`src/hw/uartPkg.sv`:
```
/*
 * shared types for the uart transmit peripheral
 * width typedefs, host register map, transmitter states
 * host write bundle and status word
 */
`default_nettype none

package uartPkg;

	////////////////////////////////////////////////////////////
	// widths with a meaning
	typedef logic [7:0]  uartData_t;	// one transmit byte, matches dataBits default
	typedef logic [15:0] baudDiv_t;		// tick every divisor+1 clocks
	typedef logic [4:0]  fifoCount_t;	// 0..16 at default depth

	// host register addresses
	typedef enum logic [1:0] {
		regTxData    = 2'd0,	// push a byte
		regBaudDiv   = 2'd1,	// load divisor
		regClearStat = 2'd2	// clear overflow
	} regAddr_t;

	// transmitter fsm
	typedef enum logic [1:0] {txIdle, txStart, txData, txStop} txState_t;

	////////////////////////////////////////////////////////////
	// host write strobe with address and value
	typedef struct packed {
		logic        en;
		regAddr_t    addr;
		logic [15:0] data;	// byte writes use low 8 bits
	} hostWrite_t;

	typedef struct packed {
		logic       busy;
		logic       fifoFull;
		logic       fifoEmpty;
		logic       overflow;	// sticky until regClearStat
		fifoCount_t count;
	} uartStatus_t;

endpackage

`default_nettype wire
```
`src/hw/uartTxTop.sv`:
```
/*
 * uart transmit peripheral top level
 * config block, baud generator, tx fifo and transmitter
 */
`timescale 1ns/100ps
`default_nettype none

module uartTxTop #(
	parameter int dataBits      = 8,
	parameter int sbTick        = 16,	// one stop bit
	parameter int fifoDepthLog2 = 4	// 16 entries
) (
	input  wire                  clk,
	input  wire                  reset,
	input  uartPkg::hostWrite_t  hostWr,
	output logic                 tx,
	output uartPkg::uartStatus_t status
);

	logic                pushEn;
	uartPkg::uartData_t  pushData;
	uartPkg::baudDiv_t   baudDiv;
	logic                sTick;
	logic                popEn;		// from txDoneTick
	uartPkg::uartData_t  headData;
	logic                fifoFull;
	logic                fifoEmpty;
	uartPkg::fifoCount_t count;
	logic                busy;
	logic                txReq;		// fifo has a byte

	assign txReq = ~fifoEmpty;

	uartTxRegs #(.fifoDepthLog2(fifoDepthLog2)) i_regs (
		.clk(clk), .reset(reset), .hostWr(hostWr),
		.fifoFull(fifoFull), .fifoEmpty(fifoEmpty), .busy(busy), .count(count),
		.pushEn(pushEn), .pushData(pushData), .baudDiv(baudDiv), .status(status)
	);

	uartBaudGen i_baudGen (
		.clk(clk), .reset(reset), .baudDiv(baudDiv), .sTick(sTick)
	);

	uartTxFifo #(.fifoDepthLog2(fifoDepthLog2)) i_fifo (
		.clk(clk), .reset(reset), .pushEn(pushEn), .pushData(pushData),
		.popEn(popEn), .headData(headData), .full(fifoFull), .empty(fifoEmpty),
		.count(count)
	);

	uartTransmitter #(.dataBits(dataBits), .sbTick(sbTick)) i_transmitter (
		.clk(clk), .reset(reset), .sTick(sTick), .txStart(txReq), .din(headData),
		.tx(tx), .txDoneTick(popEn), .busy(busy)
	);

endmodule

`default_nettype wire

```
`src/hw/uartTransmitter.sv`:
```
/*
 * uart transmit fsm: idle, start, data, stop
 * one start bit, dataBits bits lsb first, sbTick ticks of stop
 * pops the fifo and latches the head byte when leaving idle
 */
`timescale 1ns/100ps
`default_nettype none

module uartTransmitter #(
	parameter int dataBits = 8,
	parameter int sbTick   = 16	// 16, 24, 32 for 1, 1.5, 2 stop bits
) (
	input  wire                clk,
	input  wire                reset,
	input  wire                sTick,
	input  wire                txStart,
	input  uartPkg::uartData_t din,
	output logic               tx,
	output logic               txDoneTick,
	output logic               busy
);

	localparam int tickW = $clog2(sbTick);	// holds 0..sbTick-1, at least 15
	localparam int bitW  = $clog2(dataBits);

	uartPkg::txState_t      stateReg, stateNext;
	logic [tickW-1:0]       sReg, sNext;	// oversample ticks in bit
	logic [bitW-1:0]        nReg, nNext;	// data bit index
	logic [dataBits-1:0]    bReg, bNext;	// shift register
	logic                   txReg, txNext;

	////////////////////////////////////////////////////////////
	// state registers
	always_ff @(posedge clk or posedge reset)
	begin
		if (reset)
		begin
			stateReg <= uartPkg::txIdle;
			sReg     <= '0;
			nReg     <= '0;
			bReg     <= '0;
			txReg    <= 1'b1;	// line idles high
		end
		else
		begin
			stateReg <= stateNext;
			sReg     <= sNext;
			nReg     <= nNext;
			bReg     <= bNext;
			txReg    <= txNext;
		end
	end

	////////////////////////////////////////////////////////////
	// next state
	always_comb
	begin
		stateNext  = stateReg;
		sNext      = sReg;
		nNext      = nReg;
		bNext      = bReg;
		txNext     = txReg;
		txDoneTick = 1'b0;
		case (stateReg)
			uartPkg::txIdle:
			begin
				txNext = 1'b1;
				if (txStart)
				begin
					txDoneTick = 1'b1;	// fifo read
					bNext      = din[dataBits-1:0];	// head byte, same cycle as pop
					sNext      = '0;
					stateNext  = uartPkg::txStart;
				end
			end
			uartPkg::txStart:
			begin
				txNext = 1'b0;	// start bit
				if (sTick)
				begin
					if (sReg == tickW'(15))
					begin
						sNext     = '0;
						nNext     = '0;
						stateNext = uartPkg::txData;
					end
					else
						sNext = sReg + 1'b1;
				end
			end
			uartPkg::txData:
			begin
				txNext = bReg[0];	// lsb first
				if (sTick)
				begin
					if (sReg == tickW'(15))
					begin
						sNext = '0;
						bNext = bReg >> 1;
						if (nReg == bitW'(dataBits - 1))
							stateNext = uartPkg::txStop;
						else
							nNext = nReg + 1'b1;
					end
					else
						sNext = sReg + 1'b1;
				end
			end
			uartPkg::txStop:
			begin
				txNext = 1'b1;
				if (sTick)
				begin
					if (sReg == tickW'(sbTick - 1))
						stateNext = uartPkg::txIdle;	// one idle cycle before next frame
					else
						sNext = sReg + 1'b1;
				end
			end
			default: stateNext = uartPkg::txIdle;
		endcase
	end

	assign tx   = txReg;
	assign busy = (stateReg != uartPkg::txIdle);

endmodule

`default_nettype wire

```
`src/hw/uartTxFifo.sv`:
```
/*
 * show-ahead transmit fifo
 * circular buffer, head byte always on headData
 * occupancy count, full and empty levels
 */
`timescale 1ns/100ps
`default_nettype none

module uartTxFifo #(
	parameter int fifoDepthLog2 = 4
) (
	input  wire                 clk,
	input  wire                 reset,
	input  wire                 pushEn,
	input  uartPkg::uartData_t  pushData,
	input  wire                 popEn,
	output uartPkg::uartData_t  headData,
	output logic                full,
	output logic                empty,
	output uartPkg::fifoCount_t count
);

	localparam int depth = 1 << fifoDepthLog2;

	uartPkg::uartData_t mem [0:depth-1];	// byte storage

	logic [fifoDepthLog2-1:0] wrPtr;
	logic [fifoDepthLog2-1:0] rdPtr;
	logic [fifoDepthLog2:0]   level;	// one bit wider, holds depth

	logic doPush;
	logic doPop;

	// a pop frees a slot, so push while full is fine then
	assign doPush = pushEn && (!full || popEn);
	assign doPop  = popEn && !empty;

	////////////////////////////////////////////////////////////
	// storage write
	always_ff @(posedge clk)
		if (doPush)
			mem[wrPtr] <= pushData;

	// pointers and level
	always_ff @(posedge clk or posedge reset)
	begin
		if (reset)
		begin
			wrPtr <= '0;
			rdPtr <= '0;
			level <= '0;
		end
		else
		begin
			if (doPush)
				wrPtr <= wrPtr + 1'b1;	// wraps at depth
			if (doPop)
				rdPtr <= rdPtr + 1'b1;
			case ({doPush, doPop})
				2'b10:   level <= level + 1'b1;
				2'b01:   level <= level - 1'b1;
				default: level <= level;	// none, or both
			endcase
		end
	end

	////////////////////////////////////////////////////////////
	// outputs
	assign headData = mem[rdPtr];	// show-ahead
	assign full     = (level == depth[fifoDepthLog2:0]);
	assign empty    = (level == '0);
	assign count    = uartPkg::fifoCount_t'(level);

endmodule

`default_nettype wire

```
`src/hw/uartBaudGen.sv`:
```
/*
 * baud tick generator
 * one clock sTick pulse every baudDiv+1 cycles, 16 per bit
 */
`timescale 1ns/100ps
`default_nettype none

module uartBaudGen (
	input  wire               clk,
	input  wire               reset,
	input  uartPkg::baudDiv_t baudDiv,
	output logic              sTick
);

	uartPkg::baudDiv_t cnt;	// down counter

	////////////////////////////////////////////////////////////
	// reload on zero, new divisor picked up here
	always_ff @(posedge clk or posedge reset)
	begin
		if (reset)
		begin
			cnt   <= '0;
			sTick <= 1'b0;
		end
		else if (cnt == '0)
		begin
			cnt   <= baudDiv;
			sTick <= 1'b1;	// one cycle pulse
		end
		else
		begin
			cnt   <= cnt - 1'b1;
			sTick <= 1'b0;
		end
	end

endmodule

`default_nettype wire

```
`src/hw/uartTxRegs.sv`:
```
/*
 * configuration block of the uart transmitter
 * baud divisor register, sticky overflow flag
 * registered fifo push from host writes, status packing
 */
`timescale 1ns/100ps
`default_nettype none

module uartTxRegs #(
	parameter int fifoDepthLog2 = 4
) (
	input  wire                  clk,
	input  wire                  reset,
	input  uartPkg::hostWrite_t  hostWr,
	input  wire                  fifoFull,
	input  wire                  fifoEmpty,
	input  wire                  busy,
	input  uartPkg::fifoCount_t  count,
	output logic                 pushEn,
	output uartPkg::uartData_t   pushData,
	output uartPkg::baudDiv_t    baudDiv,
	output uartPkg::uartStatus_t status
);

	// count one below full, a pending push fills the last slot
	localparam uartPkg::fifoCount_t lastSlot =
		uartPkg::fifoCount_t'((1 << fifoDepthLog2) - 1);

	logic overflow;
	logic wrData;		// host write to the data register
	logic noRoom;		// fifo full, or about to be

	assign wrData = hostWr.en && (hostWr.addr == uartPkg::regTxData);
	assign noRoom = fifoFull || (pushEn && (count == lastSlot));

	// push pipeline, one cycle behind the host strobe
	always_ff @(posedge clk or posedge reset)
		if (reset)
			pushEn <= 1'b0;
		else
			pushEn <= wrData && !noRoom;

	always_ff @(posedge clk)
		if (wrData)
			pushData <= hostWr.data[7:0];	// low byte of the write

	// divisor and overflow
	always_ff @(posedge clk or posedge reset)
	begin
		if (reset)
		begin
			baudDiv  <= uartPkg::baudDiv_t'(1);
			overflow <= 1'b0;
		end
		else
		begin
			if (hostWr.en && (hostWr.addr == uartPkg::regBaudDiv))
				baudDiv <= uartPkg::baudDiv_t'(hostWr.data);
			if (wrData && noRoom)
				overflow <= 1'b1;	// byte dropped
			else if (hostWr.en && (hostWr.addr == uartPkg::regClearStat))
				overflow <= 1'b0;
		end
	end

	// continuous status level
	assign status = '{busy: busy, fifoFull: fifoFull, fifoEmpty: fifoEmpty,
		overflow: overflow, count: count};

endmodule

`default_nettype wire

```
`config.mk`:
```
export PLATFORM = sky130hd
export DESIGN_NAME = uartTxTop
export DESIGN_NICKNAME = d
export VERILOG_FILES = /design/src/hw/uartPkg.sv /design/src/hw/uartTxTop.sv /design/src/hw/uartTransmitter.sv /design/src/hw/uartTxFifo.sv /design/src/hw/uartBaudGen.sv /design/src/hw/uartTxRegs.sv
export SDC_FILE = /design/constraint.sdc
export NUM_CORES = 1
export LEC_CHECK = 0
export BUFFER_PORTS_ARGS = -buffer_cell sky130_fd_sc_hd__buf_2
export CAP_MARGIN = 40
export CORE_AREA = 2 2 164 166
export CTS_CLUSTER_DIAMETER = 30
export DETAILED_ROUTE_END_ITERATION = 8
export DIE_AREA = 0 0 166 168
export GPL_TIMING_DRIVEN = 0
export PLACE_DENSITY = 0.58
export SETUP_SLACK_MARGIN = 0.2
export SYNTH_ARGS = -nofsm -noshare
export SYNTH_HDL_FRONTEND = slang
export SYNTH_HIERARCHICAL = 1
export SYNTH_SLANG_ARGS = --single-unit
```
`constraint.sdc`:
```
create_clock -name clk -period 3.5 [get_ports clk]
set_input_delay 0.7 -clock clk [delete_from_list [all_inputs] [get_ports clk]]
set_output_delay 0.7 -clock clk [all_outputs]
set_load 0.05 [all_outputs]
```
==> results_dict.tcl, run 1 <==
set metrics [dict create \
    transition_at_the_pin_with_the_smallest_max_transition_slack_ns 0.893 \
    initial_utilization 0.340 \
    yosysUniqueCellTypes 66 \
    cell_internal_pwr_mw 6.46 \
    overall_power_consumption_mw 9.58 \
    crit_type "reg2reg" \
    hold_viol 0 \
    antenna_left 0 \
    totalWireLength_mm 18.7 \
    antenna-diode-count 0 \
    reg2reg_setup_slack_ns 0.33 \
    final_design_area_no_fill_um2 10900 \
    num_io_pins 31 \
    regToRegEndpoint "i_fifo/count[4]" \
    grt_setup_unrepaired "no" \
    design.die.area_um2 27900 \
    gate_count_of_the_mapped_netlist 608 \
    clk_pin_slew_worst_paths_ns 0.05 \
    synth_async_sr_flop_share 0.327 \
    crit_path_cell_trace "nor4_4, and2b_2, inv_2, and2_4, o21a_1, buf_6, inv_1, ha_4, inv_1, fa_2, nor2b_1, o21ai_1, nand3_1, or3b_1, xnor2_1" \
    max_slew_margin 0.402 \
    worst-endpoint-arrival_ns 3.55 \
    pwr-share-clk 0.373 \
    report.final.slew_viol_count 0 \
    drv.max_cap_violation_count 0 \
    yosysWarningCount 6 \
    first_iter_violations 265 \
    end_of_flow_core_utilization 0.413 \
    postCtsHoldBufs 0 \
    clk_latency_ns 0.51 \
    endpoint_kind "flop" \
    fin_crit_sh 0.906 \
    route.detailed.wl_per_inst_um 17.7 \
    clock_path_buffers 3 \
    synth_edf_count 136 \
    reg2regPathDepth 15 \
    hold_path_class "in2async" \
    max_stage_delay_ns 0.42 \
    path_common_cell "inv_1" \
    dr_total_vias 5232 \
    tritoncts "built" \
    fmax_mhz 315 \
    clock-sinks 202 \
    finalNetCount 726 \
    static-leakage-power_nw 4.19 \
    vias_per_cell 4.95 \
    fp.dieH_um 168 \
    grt_usage 0.137 \
    drt_first_pass_iters 5 \
    synthesis.area_per_instance_um2 14.7 \
    run_status "completed" \
    syn-num-nets 649 \
    drc 0 \
    pwr_density_cell_nw_per_um2 880 \
    dominantRegCellSynth "edfxtp_1" \
    rows 60 \
    synth_area_um2 8960 \
    drive_gt1_frac 0.273 \
    reg2reg_from "i_fifo/count[0]" \
    synth-seq-cells 202 \
    flow.area_growth_from_synthesis_pct 21.5 \
    finalWorstPathRequiredPeriod_ns 3.17 \
    whs_ns 0.323 \
    die_w_um 166 \
    synth_sequential_area_ratio 0.640 \
    grt_start_max_net_pins 19 \
    core_area_um2 26400 \
    vias_in_the_first_global_route 5528 \
    port_buffers 30 \
    first_pass_grt_wire_length_mm 30.0 \
    setup_tns_ns 0 \
    grt_antenna_before_repair 0 \
    timing.critical_path.from_type "flop" \
    worst_path_max_delay_cell "dfrtp_2" \
    worstPathRequired_ns 3.88 \
    ir_worst_vdd_v 0.000607 \
    total_clock_buffers_created_by_cts 38 \
    netSwitchingFraction 0.326 \
    dpl_cell_area_um2 9570 \
    gr_overflow_total 0 \
    htree_levels 2 \
    power.share.combinational 0.300 \
    place_congestion 0.775 \
    p_switching_mw 3.12 \
    share_seq_of_total_power 0.327 \
    setup_viol 0 \
    hpwlAfterDp_mm 12.3 \
    clock-skew-final_ns 0.0182 \
    cts-root-buf "clkbuf_16" \
    worst-path-max-fanout 9 \
]
## what timing repair did
item,4_1_cts,5_1_grt
setup buffers,3,0
hold endpoints to repair,0,0
setup endpoints to repair,1,1
pin swaps,0,0
gates resized for setup,9,3
cloned,0,0
## Yosys cell counts, drive strengths merged, types with 5 or more instances
master,count,area share
a21oi,31,0.019
a221oi,8,0.0078
a22o,5,0.0049
a22oi,8,0.0067
a41o,5,0.0056
buf,33,0.030
clkbuf,7,0.0029
dfrtp,64,0.18
edfxtp,136,0.46
ha,19,0.027
inv,23,0.0096
mux2,28,0.040
mux2i,29,0.034
mux4,16,0.040
nand2,29,0.013
nand2b,8,0.0056
nor2,35,0.015
nor3,9,0.0050
nor4,5,0.0042
o21ai,26,0.015
o22ai,8,0.0056
o31ai,7,0.0059
xnor2,15,0.015
xor2,6,0.0059
## how the worst max path moves through the flow
| stage | start | endpoint | cells past startpoint |
|---|---|---|---|
| floorplan | i_fifo/count[0] | i_fifo/count[4] | 15 |
| global placement | i_fifo/count[0] | i_fifo/count[4] | 15 |
| detailed placement | i_fifo/count[0] | i_fifo/count[4] | 15 |
| CTS | i_fifo/count[0] | i_fifo/count[4] | 15 |
| global route | i_fifo/count[0] | i_fifo/count[4] | 15 |
| finish | i_fifo/count[0] | i_fifo/count[4] | 15 |
## power groups by stage
| stage | sequential (mW) | clock (mW) | combinational [mW] |
|---|---|---|---|
| floorplan | 3.12 | 0 | 2.16 |
| global placement | 3.17 | 0 | 2.77 |
| detailed placement | 3.17 | 0 | 2.79 |
| CTS | 3.13 | 3.63 | 2.88 |
| global route | 3.18 | 3.75 | 3.14 |
| finish | 3.13 | 3.57 | 2.87 |
## sequential cells by signal (all words and copies together) (netlist names), 2 cells and up
signal	count
i_fifo/rdPtr	4
i_fifo/mem	128
i_transmitter/sReg	4
i_baudGen/cnt	16
i_transmitter/bReg	8
i_regs/baudDiv	16
i_regs/pushData	8
i_fifo/wrPtr	4
i_fifo/count	5
i_transmitter/nReg	3
i_transmitter/stateReg	2
## cell type report
cell class                      instances  area, µm²
Buffer                                 40        293
Clock buffer                           41        962
Clock inverter                         29        309
Fill cell                            2377      15500
Inverter                               23       86.3
Multi-Input combinational cell        343       2870
Sequential cell                       202       5740
Tap cell                              341        427
Timing Repair Buffer                   37        200
## routing by layer
layer | global-route usage | vias up | routed length (µm)
li1 | - | 2467 | -
met1 | 0.177 | 2576 | 8220
met2 | 0.226 | 153 | 8910
met3 | 0.0266 | 36 | 1030
met4 | 0.0605 | 0 | 573
met5 | 0 | - | 0
## worst max-delay path: cells and delay by family, from the launching register on
kind	cells	cell delay, ns
and+or+nand+nor	6	1.28
adders and majority gates	2	0.53
DFF	1	0.42
buffers and inverters	4	0.40
AOI/OAI and AO/OA	2	0.29
xor gates and xnor gates	1	0.14
## layout by cell type, fill, tap and decap left out, types with 19 or more instances in the layout
| cell type | instances |
|---|---|
| dfrtp_1 | 61 |
| nor2_1 | 34 |
| buf_2 | 39 |
| nand2_1 | 28 |
| clkbuf_16 | 38 |
| a21oi_1 | 30 |
| mux2i_1 | 28 |
| edfxtp_1 | 136 |
| inv_1 | 22 |
| buf_4 | 19 |
| o21ai_0 | 22 |
## through the flow
step | worst slack (ns) | std cells
2_1_floorplan | 0.455 | 608
5_1_grt | 0.209 | 1056
4_1_cts | 0.207 | 1056
3_5_place_dp | -0.0459 | 983
6_report | 0.329 | 1056
3_3_place_gp | -0.0438 | 979
## cells by family (layout without fill, tap and decap cells)
kind of cell               count (synthesis)  in the layout  share of synthesized area
buffers and inverters                     63            170                     0.0423
and+or+nand+nor                          117            117                     0.0708
DFF                                      202            202                      0.640
muxes                                     73             73                      0.114
xor gates and xnor gates                  21             21                     0.0205
AOI/OAI and AO/OA                        112            112                     0.0836
adders and majority gates                 20             20                     0.0288
(Power assumes the default switching activity.)
==> run 2: changes to the inputs <==
ABC_AREA = 1   (was default)
CORE_AREA = 2 2 170 172   (was 2 2 164 166)
DIE_AREA = 0 0 172 174   (was 0 0 166 168)
clock period = 3.3 ns   (was 3.5 ns; I/O delays follow)
==> results_dict.tcl, run 2 <==
set metrics [dict create \
    clk_latency_ns 0.53 \
    crit_path_cell_trace "inv_1, ha_1, buf_2, nand2_1, inv_1, inv_1, nand4_2, nand2_1, clkbuf_4, nor3_1, buf_2" \
    worst-endpoint-arrival_ns 3.04 \
    route.detailed.wl_per_inst_um 13.8 \
    yosysWarningCount 6 \
    fin_crit_sh 0.851 \
    cts_repair_resize_count 0 \
    totalWireLength_mm 21.5 \
    grt_start_max_net_pins 19 \
    post-synth-top-count-cell "nand2_1" \
    report.final.slew_viol_count 0 \
    hold_viol 0 \
    preCtsSetupSlack_ns 0.321 \
    core_area_um2 28200 \
    postCtsHoldBufs 0 \
    hold_path_class "in2async" \
    ys_top_cells_by_count "400 x nand2_1, 136 x edfxtp_1, 119 x inv_1, 78 x nor2_1, 76 x nand3_1" \
    synthTopCellsByArea "edfxtp_1 42%, dfrtp_1 16%, nand2_1 15%" \
    max_slew_margin 0.386 \
    transition_at_the_pin_with_the_smallest_max_transition_slack_ns 0.914 \
    worstPathRequired_ns 3.53 \
    max_stage_delay_ns 0.72 \
    grt_antenna_before_repair 0 \
    pwr_density_cell_nw_per_um2 915 \
    setup_viol 0 \
    reg.largest.list "i_fifo/mem: 128 flops, i_baudGen/cnt: 16 flops, i_regs/baudDiv: 16 flops" \
    fmax_mhz 356 \
    finalNetCount 1180 \
    first_pass_grt_wire_length_mm 35.8 \
    clock-skew-final_ns 0.0248 \
    total_clock_buffers_created_by_cts 41 \
    clock-sinks 202 \
    reg2reg_from "i_transmitter/stateReg[0]" \
    finalWorstPathRequiredPeriod_ns 2.81 \
    finalWorstSetupSlack_ns 0.492 \
    final_common_cell "nand2_1" \
    final_design_area_no_fill_um2 11800 \
    tritoncts "built" \
    proportion_of_netlist_area_held_by_the_largest_area_contributor 0.420 \
    num_io_pins 31 \
    dpl_cell_area_um2 10400 \
    flow.area_growth_from_synthesis_pct 21.6 \
    dr_total_vias 6934 \
    drc 0 \
    vias_in_the_first_global_route 6988 \
    regToRegEndpoint "i_fifo/mem[5][2]" \
    synth_async_sr_flop_share 0.327 \
    first_iter_violations 446 \
    final_cell_count_no_fill 1556 \
    hpwlAfterDp_mm 15.0 \
    overall_power_consumption_mw 10.8 \
    post_place_cells 1480 \
    reg2reg_setup_slack_ns 0.49 \
    worst-path-max-fanout 10 \
    yosysUniqueCellTypes 38 \
    postcts_setup_bufs 0 \
    initial_utilization 0.344 \
    cts-root-buf "clkbuf_16" \
    die_w_um 172 \
    timing.critical_path.from_type "flop" \
    highest_count_cells_in_the_layout_ignoring_fill_and_taps "400 x nand2_1, 136 x edfxtp_1, 119 x inv_1" \
    drt_first_pass_iters 5 \
    endpoint_kind "flop" \
    syn-num-nets 1090 \
    grt_usage 0.152 \
    clock_path_buffers 3 \
    drive_gt1_frac 0.190 \
    synth_area_um2 9720 \
    clk_pin_slew_worst_paths_ns 0.05 \
    vias_per_cell 4.46 \
    regMostFlops "i_fifo/mem" \
    setup_tns_ns 0 \
    synth_sequential_area_ratio 0.591 \
    worst_path_max_delay_cell "nor3_1" \
    whs_ns 0.225 \
    antenna-diode-count 0 \
    rows 62 \
    synthesis.area_per_instance_um2 9.26 \
    design.die.area_um2 29900 \
    ir_worst_vdd_v 0.000423 \
    dominantRegCellSynth "edfxtp_1" \
    run_status "completed" \
    path_common_cell "inv_1" \
    largest_register_ffs 128 \
    synth-seq-cells 202 \
    end_of_flow_core_utilization 0.418 \
    place_congestion 0.854 \
    grt_setup_unrepaired "no" \
    synth_edf_count 136 \
    fp.dieH_um 174 \
    antenna_left 0 \
    port_buffers 30 \
    crit_type "reg2reg" \
    gate_count_of_the_mapped_netlist 1049 \
    reg2regPathDepth 11 \
    synth_area_leader_cell "edfxtp_1" \
    static-leakage-power_nw 5.40 \
    gr_overflow_total 0 \
    htree_levels 2 \
    drv.max_cap_violation_count 0 \
]
[run 2: cell types whose count changed after synthesis, sizes merged, moves of 27 or more]
cell | previous run | this run
nand2 | 29 | 407
inv | 23 | 130
nand3 | 4 | 88
nor2 | 35 | 90
mux2i | 29 | 0
mux2 | 28 | 0
a21oi | 31 | 4
[run 2: worst max-delay path: cells and delay by family (launching register included)]
kind	cells	cell delay, ns
AND/OR/NAND/NOR	4	1.01
buffers and inverters	6	0.94
adder cells (fa/ha/maj)	1	0.14
flip-flops	1	0.43
[run 2: area by class of cell]
type | instances | area [µm²]
fill | 2793 | 16400
sequential | 202 | 5740
multi-input combinational | 675 | 3220
clock buffer | 44 | 1040
inverter | 130 | 490
tap | 384 | 480
clock inverter | 32 | 315
buffer | 42 | 288
timing repair buffer | 47 | 243
[run 2: logic make-up after synthesis]
family                     share of synthesized area
AOI/OAI and AO/OA                             0.0258
and+or+nand+nor                                0.267
adders and majority gates                     0.0265
xor gates and xnor gates                     0.00992
buffers and inverters                         0.0798
DFF                                            0.591
[run 2: how the worst max path moves through the flow]
stage                     slack (ns)  cells after the start               end                       from
after floorplan                 0.72                     21   i_fifo/count[4]            i_fifo/count[3]
after global placement          0.32                     21   i_fifo/count[4]            i_fifo/count[3]
after detailed placement        0.32                     21   i_fifo/count[4]            i_fifo/count[3]
after CTS                       0.29                     21   i_fifo/count[4]            i_fifo/count[3]
after global routing            0.22                     21   i_fifo/count[4]            i_fifo/count[1]
final                           0.49                     11  i_fifo/mem[5][2]  i_transmitter/stateReg[0]
[run 2: where the power goes]
group,switching (mW),total [mW],internal [mW]
clock,1.41,3.96,2.55
combinational,2.35,3.51,1.16
sequential,0.293,3.34,3.04
total,4.05,10.8,6.75
[run 2: per-layer routing]
layer	routed length, µm	up-vias	share of wire	GRT usage
met4	668	0	0.031	0.0564
met5	0	-	0	0
met2	10200	169	0.47	0.248
met1	9620	3199	0.45	0.202
li1	-	3511	-	-
met3	1020	55	0.048	0.0269
==> run 3: changes to the inputs <==
BUFFER_PORTS_ARGS = default   (was -buffer_cell sky130_fd_sc_hd__buf_2)
DONT_BUFFER_PORTS = 1   (was default)
==> results_dict.tcl, run 3 (same netlist as run 2, synthesis figures left out) <==
set metrics [dict create \
    run_status "completed" \
    antenna-diode-count 0 \
    first_pass_grt_wire_length_mm 35.8 \
    antenna_left 0 \
    rows 62 \
    final_common_cell "nand2_1" \
    endpoint_kind "flop" \
    report.final.slew_viol_count 0 \
    worst-endpoint-arrival_ns 3.19 \
    grt_setup_unrepaired "no" \
    drt_first_pass_iters 5 \
    totalWireLength_mm 22.0 \
    regMostFlops "i_fifo/mem" \
    core_area_um2 28200 \
    die_w_um 172 \
    hold_path_class "in2async" \
    fmax_mhz 358 \
    drive_gt1_frac 0.164 \
    dr_total_vias 6858 \
    setup_viol 0 \
    tritoncts "built" \
    reg.largest.list "i_fifo/mem: 128 flops, i_baudGen/cnt: 16 flops, i_regs/baudDiv: 16 flops" \
    cts-root-buf "clkbuf_16" \
    clock-skew-final_ns 0.0155 \
    vias_in_the_first_global_route 6955 \
    highest_count_cells_in_the_layout_ignoring_fill_and_taps "400 x nand2_1, 136 x edfxtp_1, 119 x inv_1" \
    grt_usage 0.153 \
    initial_utilization 0.344 \
    worstPathRequired_ns 3.69 \
    share_seq_of_total_power 0.306 \
    vias_per_cell 4.51 \
    static-leakage-power_nw 5.31 \
    design.die.area_um2 29900 \
    final_design_area_no_fill_um2 11700 \
    postCtsHoldBufs 0 \
    largest_register_ffs 128 \
    power.share.combinational 0.318 \
    hold_viol 0 \
    crit_type "reg2reg" \
    setup_tns_ns 0 \
    finalNetCount 1148 \
    total_clock_buffers_created_by_cts 39 \
    netSwitchingFraction 0.360 \
    drc 0 \
    gr_overflow_total 0 \
    flow.area_growth_from_synthesis_pct 20.5 \
    cell_internal_pwr_mw 7.03 \
    transition_at_the_pin_with_the_smallest_max_transition_slack_ns 0.813 \
    worst-path-max-fanout 10 \
    finalWorstPathRequiredPeriod_ns 2.80 \
    nFillCells 2807 \
    first_iter_violations 421 \
    grt_antenna_before_repair 0 \
    pwr-share-clk 0.376 \
    timing.critical_path.from_type "flop" \
    reg2regPathDepth 21 \
    ir_worst_vdd_v 0.000421 \
    route.detailed.wl_per_inst_um 14.4 \
    grt_start_max_net_pins 19 \
    clk_pin_slew_worst_paths_ns 0.05 \
    port_buffers 0 \
    clock_path_buffers 3 \
    dpl_cell_area_um2 10300 \
    fin_crit_sh 0.847 \
    fp.dieH_um 174 \
    num_io_pins 31 \
    clk_latency_ns 0.51 \
    overall_power_consumption_mw 11.0 \
    clock-sinks 202 \
    max_slew_margin 0.454 \
    pwr_density_cell_nw_per_um2 938 \
    p_switching_mw 3.96 \
    htree_levels 2 \
    place_congestion 0.831 \
    hpwlAfterDp_mm 15.1 \
    drv.max_cap_violation_count 0 \
]
run 3: cell count changes in the layout (fill, tap and decap cells not counted), sizes merged:
cell,change
clkbuf,+1
buf,-29
clkinvlp,-5
inv,-3
bufinv,+4
clkinv,-3
run 3: worst paths after layout:
kind	start	end	slack [ns]
worst min register to register	i_regs/baudDiv[3]	i_baudGen/cnt[3]	0.47
worst min-delay path	reset	i_fifo/rdPtr[1]	0.08
min in group clk	hostWr[1]	i_regs/pushData[1]	0.25
max in group asynchronous	reset	i_regs/baudDiv[12]	2.63
worst max register to register	i_fifo/count[3]	i_fifo/count[4]	0.50
worst max-delay path	i_fifo/count[3]	i_fifo/count[4]	0.50
run 3: layout make-up:
cell class,instances,area [µm²],share of cell area
Timing Repair Buffer,17,103,0.00876
Inverter,130,490,0.0419
Tap cell,384,480,0.0410
Clock inverter,25,322,0.0275
Multi-Input combinational cell,675,3220,0.275
Sequential cell,202,5740,0.490
Buffer,42,292,0.0249
Clock buffer,46,1060,0.0910
run 3: routing by layer:
layer,wire length (µm),share of wire,track usage,up-vias
met5,0,0,0,-
met4,741,0.034,0.0623,0
met3,1200,0.054,0.0369,48
met2,10600,0.48,0.253,160
met1,9440,0.43,0.190,3204
li1,-,-,-,3446
run 3: critical path, cell delays in order, from the launching register on:
cell     delay [ns]
dfrtp_1        0.44
nor2_2         0.18
nand3_1        0.13
inv_1          0.11
inv_1          0.07
nand2_1        0.06
inv_1          0.05
inv_1          0.06
nand4_2        0.16
nand2_1        0.16
buf_6          0.17
ha_4           0.18
inv_1          0.07
fa_1           0.37
inv_1          0.08
nand2_1        0.07
nand2_1        0.08
nand2_1        0.05
nand2_1        0.05
nand2_1        0.05
nand2_1        0.05
nand2_1        0.05
run 3: per-stage QoR:
step / utilization / hold WS, ns / cells / worst slack (ns)
after CTS: 0.414 / 0.0914 / 1520 / 0.223
after global placement: 0.361 / 0.454 / 1433 / 0.261
after detailed placement: 0.364 / 0.454 / 1449 / 0.260
after global routing: 0.415 / 0.120 / 1521 / 0.206
final: 0.415 / 0.0810 / 1521 / 0.504
after floorplan: - / 0.442 / 1049 / 0.722
run 3: power by group through the flow:
stage	clock network [mW]	logic (mW)	registers, mW
2_1_floorplan	0	2.65	3.31
3_3_place_gp	0	3.40	3.40
3_5_place_dp	0	3.46	3.40
4_1_cts	4.20	3.48	3.36
5_1_grt	4.32	3.97	3.41
6_report	4.13	3.50	3.36
run 3: repair_timing:
item,4_1_cts,5_1_grt
buffers inserted,0,1
gates resized for setup,0,6
setup endpoints to repair,0,3
